### src/hw/mem_test_pkg.sv
// ------------------------------------------------------------
// memory test constants and pattern rule
// ------------------------------------------------------------
package mem_test_pkg;

	// word and address widths of the controller user port
	localparam int data_w = 32;
	localparam int addr_w = 10;

	// words exercised per pass, from address 0 upward
	// must fit inside the 1024-word address space
	localparam int test_depth = 16;

	// last address of a burst, in address width
	localparam logic [addr_w-1:0] test_last = addr_w'(test_depth - 1);

	// pass number width, wraps after 256 passes
	localparam int pass_w = 8;

	// ------------------------------------------------------------
	// pattern constants
	// ------------------------------------------------------------

	// mixed into every word so that address 0 is not all zeros
	localparam logic [data_w-1:0] pattern_seed = 32'ha5c3_0f69;

	// odd passes flip every bit
	// each cell then sees both polarities over two passes
	localparam logic [data_w-1:0] invert_mask = {data_w{1'b1}};

	// phases of the traffic generator
	// idle   waiting for the test reset to release
	// write  one write command per cycle
	// read   one read command per cycle
	// drain  waiting for the last returns of the pass
	typedef enum logic [1:0] {
		ph_idle  = 2'd0,
		ph_write = 2'd1,
		ph_read  = 2'd2,
		ph_drain = 2'd3
	} gen_phase_t;

	// ------------------------------------------------------------
	// pattern rule
	// ------------------------------------------------------------

	// expected word for an address on a pass of the given parity
	// generator, checker and model all use this one rule
	function automatic logic [data_w-1:0] pattern_word(
		input logic [addr_w-1:0] addr,
		input logic              odd
	);
		logic [data_w-1:0] word;
		// zero-extend the address, then the seed
		word = data_w'(addr) ^ pattern_seed;
		// inversion on odd passes only
		if (odd) begin
			word = word ^ invert_mask;
		end
		return word;
	endfunction

endpackage

### src/hw/board_status_pkg.sv
// ------------------------------------------------------------
// board status outputs
// ------------------------------------------------------------
package board_status_pkg;

	// five LEDs on the board header
	localparam int led_w = 5;

	// bits 0 and 1 carry no status, tied low
	localparam int led_calib = 2;

	// active low error indicator
	// lit while no miscompare has been seen
	localparam int led_error_n = 3;

	// toggles once per completed pass
	localparam int led_run = 4;

	// miscompare counter width
	localparam int err_cnt_w = 16;

	// saturation value of the miscompare counter
	localparam logic [err_cnt_w-1:0] err_cnt_max = {err_cnt_w{1'b1}};

endpackage

### src/hw/calib_reset_gate.sv
`timescale 1ns/1ps

module calib_reset_gate (
	input  logic w_clk_out3,
	input  logic w_reset_clk3,
	input  logic calib_done,
	output logic calib_sync,
	output logic test_rst
);

	// first synchronizer stage, may go metastable
	logic calib_meta;

	// ------------------------------------------------------------
	// calibration-done synchronizer
	// ------------------------------------------------------------

	// calib_done comes from the controller's calibration logic
	// two flops before anything reads it
	always_ff @(posedge w_clk_out3 or posedge w_reset_clk3) begin
		if (w_reset_clk3) begin
			calib_meta <= 1'b0;
			calib_sync <= 1'b0;
		end else begin
			calib_meta <= calib_done;
			calib_sync <= calib_meta;
		end
	end

	// ------------------------------------------------------------
	// test reset
	// ------------------------------------------------------------

	// held while the synchronized flag is low
	// releases one clock after calib_sync rises
	// any calibration loss puts the test back in reset
	always_ff @(posedge w_clk_out3 or posedge w_reset_clk3) begin
		if (w_reset_clk3) begin
			test_rst <= 1'b1;
		end else begin
			test_rst <= ~calib_sync;
		end
	end

endmodule

### src/hw/traffic_gen.sv
`timescale 1ns/1ps

module traffic_gen (
	input  logic                            w_clk_out3,
	input  logic                            w_reset_clk3,
	input  logic                            test_rst,
	input  logic                            pass_done,
	output logic                            cmd_wr,
	output logic                            cmd_rd,
	output logic [mem_test_pkg::addr_w-1:0] cmd_addr,
	output logic [mem_test_pkg::data_w-1:0] wr_data,
	output logic                            pass_odd,
	output logic [mem_test_pkg::pass_w-1:0] pass_count
);

	import mem_test_pkg::*;

	// current phase of the pass
	gen_phase_t phase;

	// address of the command issued this cycle
	logic [addr_w-1:0] addr;

	// end of a burst
	logic burst_last;

	assign burst_last = (addr == test_last);

	// ------------------------------------------------------------
	// phase machine
	// ------------------------------------------------------------

	// idle -> write -> read -> drain -> write ...
	// test_rst drops any pass in progress back to idle
	always_ff @(posedge w_clk_out3 or posedge w_reset_clk3) begin
		if (w_reset_clk3) begin
			phase <= ph_idle;
			addr  <= '0;
		end else if (test_rst) begin
			// abort, next start is from address 0
			phase <= ph_idle;
			addr  <= '0;
		end else begin
			case (phase)
				ph_idle: begin
					// first write one clock after release
					phase <= ph_write;
					addr  <= '0;
				end
				ph_write: begin
					if (burst_last) begin
						phase <= ph_read;
						addr  <= '0;
					end else begin
						addr <= addr + 1'b1;
					end
				end
				ph_read: begin
					if (burst_last) begin
						phase <= ph_drain;
						addr  <= '0;
					end else begin
						addr <= addr + 1'b1;
					end
				end
				ph_drain: begin
					// reads still in flight
					// checker says when the last one is back
					if (pass_done) begin
						phase <= ph_write;
						addr  <= '0;
					end
				end
				default: begin
					phase <= ph_idle;
					addr  <= '0;
				end
			endcase
		end
	end

	// ------------------------------------------------------------
	// pass counter
	// ------------------------------------------------------------

	// only the board reset clears it
	// keeps counting across calibration drops
	always_ff @(posedge w_clk_out3 or posedge w_reset_clk3) begin
		if (w_reset_clk3) begin
			pass_count <= '0;
		end else if (pass_done && phase == ph_drain) begin
			pass_count <= pass_count + 1'b1;
		end
	end

	// pattern variant follows the pass number
	assign pass_odd = pass_count[0];

	// ------------------------------------------------------------
	// command port
	// ------------------------------------------------------------

	// one strobe per cycle in the burst phases
	// never both at once since the phases are exclusive
	assign cmd_wr = (phase == ph_write);
	assign cmd_rd = (phase == ph_read);

	assign cmd_addr = addr;

	// data only matters in write cycles
	assign wr_data = pattern_word(addr, pass_odd);

endmodule

### src/hw/read_checker.sv
`timescale 1ns/1ps

module read_checker (
	input  logic                            w_clk_out3,
	input  logic                            w_reset_clk3,
	input  logic                            test_rst,
	input  logic                            rd_valid,
	input  logic [mem_test_pkg::data_w-1:0] rd_data,
	input  logic                            pass_odd,
	output logic                            pass_done,
	output logic                            err_strobe
);

	import mem_test_pkg::*;

	// address of the next read return
	// returns come back in issue order
	logic [addr_w-1:0] ret_addr;

	// word this return should carry
	logic [data_w-1:0] exp_word;

	// miscompare on the current return
	logic mismatch;

	// last return of the pass
	logic ret_last;

	// ------------------------------------------------------------
	// compare
	// ------------------------------------------------------------

	// same rule as the write side
	// pass parity does not change until pass_done
	assign exp_word = pattern_word(ret_addr, pass_odd);

	assign mismatch = rd_valid && (rd_data != exp_word);

	assign ret_last = rd_valid && (ret_addr == test_last);

	// ------------------------------------------------------------
	// return counter
	// ------------------------------------------------------------

	// wraps to 0 after the last word of the pass
	// test_rst drops a partial pass
	always_ff @(posedge w_clk_out3 or posedge w_reset_clk3) begin
		if (w_reset_clk3) begin
			ret_addr <= '0;
		end else if (test_rst) begin
			ret_addr <= '0;
		end else if (rd_valid) begin
			if (ret_last) begin
				ret_addr <= '0;
			end else begin
				ret_addr <= ret_addr + 1'b1;
			end
		end
	end

	// ------------------------------------------------------------
	// strobes
	// ------------------------------------------------------------

	// pass_done one clock after the last return
	// err_strobe one clock after a bad word
	always_ff @(posedge w_clk_out3 or posedge w_reset_clk3) begin
		if (w_reset_clk3) begin
			pass_done  <= 1'b0;
			err_strobe <= 1'b0;
		end else if (test_rst) begin
			pass_done  <= 1'b0;
			err_strobe <= 1'b0;
		end else begin
			pass_done  <= ret_last;
			err_strobe <= mismatch;
		end
	end

endmodule

### src/hw/status_leds.sv
`timescale 1ns/1ps

module status_leds (
	input  logic                                  w_clk_out3,
	input  logic                                  w_reset_clk3,
	input  logic                                  calib_sync,
	input  logic                                  pass_done,
	input  logic                                  err_strobe,
	output logic [board_status_pkg::led_w-1:0]     fpga_led,
	output logic [board_status_pkg::err_cnt_w-1:0] err_count
);

	import board_status_pkg::*;

	// flips on every completed pass
	logic run_flag;

	// output stage of the run indicator
	logic run_led;

	// set by the first miscompare, cleared only by board reset
	logic err_seen;

	// ------------------------------------------------------------
	// run indicator
	// ------------------------------------------------------------

	// two registers from pass_done to the pin
	// LED changes 2 clocks after the strobe
	always_ff @(posedge w_clk_out3 or posedge w_reset_clk3) begin
		if (w_reset_clk3) begin
			run_flag <= 1'b0;
			run_led  <= 1'b0;
		end else begin
			if (pass_done) begin
				run_flag <= ~run_flag;
			end
			run_led <= run_flag;
		end
	end

	// ------------------------------------------------------------
	// error latch and counter
	// ------------------------------------------------------------

	// counter sticks at its maximum
	always_ff @(posedge w_clk_out3 or posedge w_reset_clk3) begin
		if (w_reset_clk3) begin
			err_seen  <= 1'b0;
			err_count <= '0;
		end else if (err_strobe) begin
			err_seen <= 1'b1;
			if (err_count != err_cnt_max) begin
				err_count <= err_count + 1'b1;
			end
		end
	end

	// LED word, unused bits stay dark
	always_comb begin
		fpga_led              = '0;
		fpga_led[led_calib]   = calib_sync;
		fpga_led[led_error_n] = ~err_seen;
		fpga_led[led_run]     = run_led;
	end

endmodule

### src/hw/ddr_verify_top.sv
`timescale 1ns/1ps

module ddr_verify_top (
	input  logic                                  w_clk_out3,
	input  logic                                  w_reset_clk3,
	input  logic                                  calib_done,
	output logic                                  cmd_wr,
	output logic                                  cmd_rd,
	output logic [mem_test_pkg::addr_w-1:0]       cmd_addr,
	output logic [mem_test_pkg::data_w-1:0]       wr_data,
	input  logic                                  rd_valid,
	input  logic [mem_test_pkg::data_w-1:0]       rd_data,
	output logic [board_status_pkg::led_w-1:0]     fpga_led,
	output logic [board_status_pkg::err_cnt_w-1:0] err_count,
	output logic [mem_test_pkg::pass_w-1:0]       pass_count
);

	// reset gate outputs
	logic calib_sync;
	logic test_rst;

	// generator to checker
	logic pass_odd;

	// checker strobes
	logic pass_done;
	logic err_strobe;

	// ------------------------------------------------------------
	// input side
	// ------------------------------------------------------------

	calib_reset_gate u_calib_reset_gate (
		.w_clk_out3   (w_clk_out3),
		.w_reset_clk3 (w_reset_clk3),
		.calib_done   (calib_done),
		.calib_sync   (calib_sync),
		.test_rst     (test_rst)
	);

	// ------------------------------------------------------------
	// traffic and compare
	// ------------------------------------------------------------

	traffic_gen u_traffic_gen (
		.w_clk_out3   (w_clk_out3),
		.w_reset_clk3 (w_reset_clk3),
		.test_rst     (test_rst),
		.pass_done    (pass_done),
		.cmd_wr       (cmd_wr),
		.cmd_rd       (cmd_rd),
		.cmd_addr     (cmd_addr),
		.wr_data      (wr_data),
		.pass_odd     (pass_odd),
		.pass_count   (pass_count)
	);

	// sees every return in the cycle it arrives
	read_checker u_read_checker (
		.w_clk_out3   (w_clk_out3),
		.w_reset_clk3 (w_reset_clk3),
		.test_rst     (test_rst),
		.rd_valid     (rd_valid),
		.rd_data      (rd_data),
		.pass_odd     (pass_odd),
		.pass_done    (pass_done),
		.err_strobe   (err_strobe)
	);

	// ------------------------------------------------------------
	// output side
	// ------------------------------------------------------------

	status_leds u_status_leds (
		.w_clk_out3   (w_clk_out3),
		.w_reset_clk3 (w_reset_clk3),
		.calib_sync   (calib_sync),
		.pass_done    (pass_done),
		.err_strobe   (err_strobe),
		.fpga_led     (fpga_led),
		.err_count    (err_count)
	);

endmodule

### config.mk
export PLATFORM = sky130hd
export DESIGN_NAME = ddr_verify_top
export DESIGN_NICKNAME = d
export VERILOG_FILES = /design/src/hw/mem_test_pkg.sv /design/src/hw/board_status_pkg.sv /design/src/hw/calib_reset_gate.sv /design/src/hw/traffic_gen.sv /design/src/hw/read_checker.sv /design/src/hw/status_leds.sv /design/src/hw/ddr_verify_top.sv
export SDC_FILE = /design/constraint.sdc
export NUM_CORES = 1
export LEC_CHECK = 0
export ABC_CLOCK_PERIOD_IN_PS = 2100
export BUFFER_PORTS_ARGS = -buffer_cell sky130_fd_sc_hd__buf_4
export CAP_MARGIN = 5
export CORE_ASPECT_RATIO = 1.1
export CORE_MARGIN = 3
export CORE_UTILIZATION = 45
export CTS_CLUSTER_DIAMETER = 120
export CTS_CLUSTER_SIZE = 8
export DETAILED_ROUTE_END_ITERATION = 12
export HOLD_SLACK_MARGIN = 0.08
export PLACE_DENSITY = 0.77
export SLEW_MARGIN = 5
export SYNTH_ARGS = -nofsm -noshare
export SYNTH_HDL_FRONTEND = slang
export SYNTH_SLANG_ARGS = --single-unit
### constraint.sdc
create_clock -name w_clk_out3 -period 2.1 [get_ports w_clk_out3]
set_clock_uncertainty 0.2 [all_clocks]
set_input_delay 0.42 -clock w_clk_out3 [delete_from_list [all_inputs] [get_ports w_clk_out3]]
set_output_delay 0.42 -clock w_clk_out3 [all_outputs]
set_load 0.03 [all_outputs]
==> results.md <==
* Post-route DRC at 0
* Clock root cell: clkbuf_8
* Unrepaired setup endpoints after global routing: no
* Internal Pwr Total at between 1.5 and 2 mW
* Design Area, Final at between 0.004 and 0.005 mm^2
* Via Count at ~2,500
* Insertion delay to the later sink of the worst-skew pair at 0.30 ns
* Number of register bits inferred by synthesis at 54
* Average wire per standard cell at between 10 and 15 um
* Hold-critical path endpoint: u_calib_reset_gate.calib_sync$_DFF_PP0_
* Area occupied by multi-input gates at ~0.0015 mm^2
* Number of buffers created by CTS at 5
* Proportion of total power due to net switching at 33.2%
* FF-to-FF setup slack at roughly 0.15 ns
* Final WL at 6.76 mm
* Antenna Violating Nets Remaining at 0
* Routing usage on met3 at 4.05%
* Min-Delay Startpoint: u_calib_reset_gate.calib_meta$_DFF_PP0_
* Post-route clock period utilization at 95.6%
* Overall Global Routing Usage at 17.2%
* Number of DRC violations after detailed-routing iteration 0 at 97
* # Max-Cap Violations at 0
* Met2 Use GR at roughly 30%
* Cell Chain, Critical Path: buf_8 -> xor2_1 -> buf_4
* Area growth from synthesis to layout at 30.6%
* Part of the total power dissipated in combinational logic at between 30 and 40%
* RePlAce Congestion at roughly 0.83
* Layout net count at about 460
* Horizontal die dimension at around 85 um
* Avg Synthesized Cell Area at roughly 10 um^2
* Via count of the first global-routing pass at between 2,000 and 2,500
* Fraction of layout instances using a drive strength above 1 at approximately a third
* Classification of the worst-slack hold path: reg -> reg
* Register area at between 0.001 and 0.0015 mm^2
* Share of synthesized area occupied by flip-flops and latches at 43.7%
* Beginning of the worst register-to-register path: u_traffic_gen.pass_count[0]$_DFFE_PP0P_
* Half-perimeter wire length of the detailed placement result at 5.16 mm
* Startpoint type of the worst setup path: flop
* Top_reg_cell synth: dfrtp_1
* Number of clock sinks seen by CTS at 54
* Core region area at 0.00663 mm^2
* H-tree depth at 2
* First-pass GRT wire length at between 10 and 15 mm
* Switching pwr at about 0.94 mW
* Clock transition at the registers of the reported paths at around 0.10 ns
* Biggest cell delay along the critical path at around 0.49 ns
* Number of failing setup endpoints in the final timing report at 0
* Static Leakage at around 2 nW
* Antenna diode count at 0
* Cell area after synthesis at just over 0.003 mm^2
* Reg2reg end: u_read_checker.err_strobe$_DFF_PP0_
* Starting utilization of the core area at 46.7%
* Hold Fails Final Rpt at 0
* Antenna violations before repair at 0
* Slew at the pin closest to its max-slew limit at just over 0.5 ns
* IR drop worst, VDD at just under 0.7 mV
* Power per cell area at ~700 mW/mm^2
* Buffers plus inverters on the worst setup path at 2
* Start-to-end type of the worst setup path: reg -> out
* Clock Power Share at 26.1%
* Number of instances in the synthesized netlist at 313
* Floorplan die height at approximately 93 um
* Largest net degree at the start of global routing at between 50 and 60
* Number of port buffers at roughly 110
* Cell Rows at 31
* First-pass iteration count of the detailed router at 4
* Final count of pins violating max slew at 0
* Slew Limit Headroom at about 66%
* Worst path arrival time at 1.39 ns
* Met1 track utilization from global routing at 21.8%
* Yosys warnings at 0
* Post-synth EDFFs at 0
* Post-place instance area at between 0.003 and 0.004 mm^2
* GRT busiest layer: met2
* Largest fanout on the critical path at 23
* Maximum root-to-sink buffer count at 2
* Result of the run: finished clean
* F_max at between 400 and 500 MHz
* Fraction of registers with async set or reset after synthesis at 100%
* Register share of total power at 43.7%
* Required time at the endpoint of the critical path at between 1 and 1.5 ns
* Number of distinct library cell variants in the gate-level netlist after synthesis at 48
* Area enclosed by the die boundary at about 0.0079 mm^2
* Fill cell count at approximately 570
* CTS tree: built
* Cell class contributing the biggest share of worst-path delay: flip-flops
* Depth of the worst register-to-register path at 5
* Setup TNS at 0 ns
* Vias per inst at about 5.1
* GRT Residual Overflow at 0
* Minimum clock period after layout at roughly 2 ns
* Hold Path Depth at 0
* Standard cell with the maximum stage delay on the critical path: dfrtp_2
* Kind of capture point of the worst setup path: output port
* Ports placed on the boundary at between 100 and 150
synthesized netlist by cell type (2+ instances only):
cell	number	area, um^2
a21oi_1	6	30.0
and3_1	9	56.3
and4_1	2	17.5
buf_4	26	195
clkbuf_1	2	7.51
dfrtp_1	53	1330
ha_1	7	87.6
inv_1	11	41.3
mux2_2	2	22.5
nand2_1	26	97.6
nand2b_1	2	12.5
nand3_1	16	80.1
nand4_1	10	62.6
nand4b_1	2	17.5
nor2_1	30	113
nor2b_1	2	12.5
nor3_1	5	25.0
nor3b_1	6	45.0
nor4_1	5	31.3
nor4bb_1	3	30.0
o2111ai_1	2	17.5
o21ai_0	3	15.0
o22ai_1	2	12.5
or2_2	2	12.5
xnor2_1	34	298
xor2_1	23	201
cell type report:
type,count,area share [%]
tap,82,2.54
clock buffer,6,2.04
inverter,11,1.11
sequential,54,33.5
clock inverter,2,0.959
timing repair buffer,121,23.1
multi-input combinational,219,36.8
metrics by stage:
step	hold WS, ns	worst slack [ns]	cells	util (%)	power [mW]
floorplan	0.131	0.0492	314	-	1.77
global placement	0.143	0.142	483	58.4	2.08
detailed placement	0.150	0.0966	483	58.4	2.10
CTS	0.183	0.0218	493	60.6	2.85
global route	0.198	0.00619	495	61.0	2.99
finish	0.175	0.0929	495	61.0	2.82
cell usage in the layout (no fill, tap or decap), types with 2 or more instances in the layout:
| cell type | netlist | layout |
|---|---|---|
| nor2b_1 | 2 | 2 |
| buf_4 | 26 | 117 |
| mux2_2 | 2 | 2 |
| xnor2_1 | 34 | 34 |
| nor3_1 | 5 | 5 |
| o22ai_1 | 2 | 2 |
| nand2b_1 | 2 | 2 |
| and4_1 | 2 | 2 |
| nand3_1 | 16 | 16 |
| o21ai_0 | 3 | 3 |
| and3_1 | 9 | 9 |
| nand2_1 | 26 | 26 |
| nor2_1 | 30 | 30 |
| nand4_1 | 10 | 10 |
| nor4bb_1 | 3 | 3 |
| clkbuf_8 | 0 | 6 |
| conb_1 | 1 | 2 |
| a21oi_1 | 6 | 6 |
| or2_2 | 2 | 2 |
| nand4b_1 | 2 | 2 |
| dfrtp_1 | 53 | 52 |
| inv_1 | 11 | 9 |
| ha_1 | 7 | 7 |
| xor2_1 | 23 | 23 |
| dlygate4sd3_1 | 0 | 2 |
| nor4_1 | 5 | 5 |
| o2111ai_1 | 2 | 2 |
| nor3b_1 | 6 | 6 |
worst max-delay path by stage:
stage                                             from                                 endpoint  slack, ns  depth (start not counted)
3_5_place_dp                               rd_data[16]      u_read_checker.err_strobe$_DFF_PP0_        0.1                          6
5_1_grt        u_traffic_gen.pass_count[0]$_DFFE_PP0P_                               wr_data[7]      0.006                          3
4_1_cts        u_traffic_gen.pass_count[0]$_DFFE_PP0P_                              wr_data[23]       0.02                          3
3_3_place_gp                               rd_data[16]      u_read_checker.err_strobe$_DFF_PP0_       0.14                          6
6_report       u_traffic_gen.pass_count[0]$_DFFE_PP0P_                               wr_data[2]       0.09                          3
2_1_floorplan                             w_reset_clk3  u_traffic_gen.pass_count[0]$_DFFE_PP0P_       0.05                          1
routing by layer:
| metal | vias up | wire, um |
|---|---|---|
| li1 | 1242 | - |
| met1 | 1198 | 2890 |
| met2 | 74 | 3380 |
| met3 | 4 | 437 |
| met4 | 0 | 53 |
| met5 | - | 0 |
power by group through the flow:
stage | combinational (mW) | sequential, mW | clock, mW
2_1_floorplan | 0.390 | 1.38 | 0
3_3_place_gp | 0.834 | 1.25 | 0
3_5_place_dp | 0.851 | 1.25 | 0
4_1_cts | 0.858 | 1.23 | 0.758
5_1_grt | 0.930 | 1.25 | 0.810
6_report | 0.852 | 1.23 | 0.737
flip-flops by register name (all words and copies together), names as in the netlist, 2 cells and up:
signal,count
u_read_checker.ret_addr,10
u_traffic_gen.phase,2
u_status_leds.err_count,16
u_traffic_gen.cmd_addr,10
u_traffic_gen.pass_count,8
cell families after synthesis:
group	after synthesis	share of synthesized area (%)
simple gates	124	20.9
xor+xnor	57	16.1
flops	54	43.7
buf+inv	41	8.41
compound gates	26	6.67
fa+ha+maj	7	2.83
mux	3	1.21
other cells	1	0.121
timing repair:
action / in CTS / in global routing
endpoints found under the hold margin: 54 / 0
hold buffers: 2 / 0
cloned: 0 / 0
setup buffers: 0 / 2
gates resized for setup: 1 / 2
setup endpoints to repair: 6 / 13
Note: power is estimated with default switching activity, not from simulation.
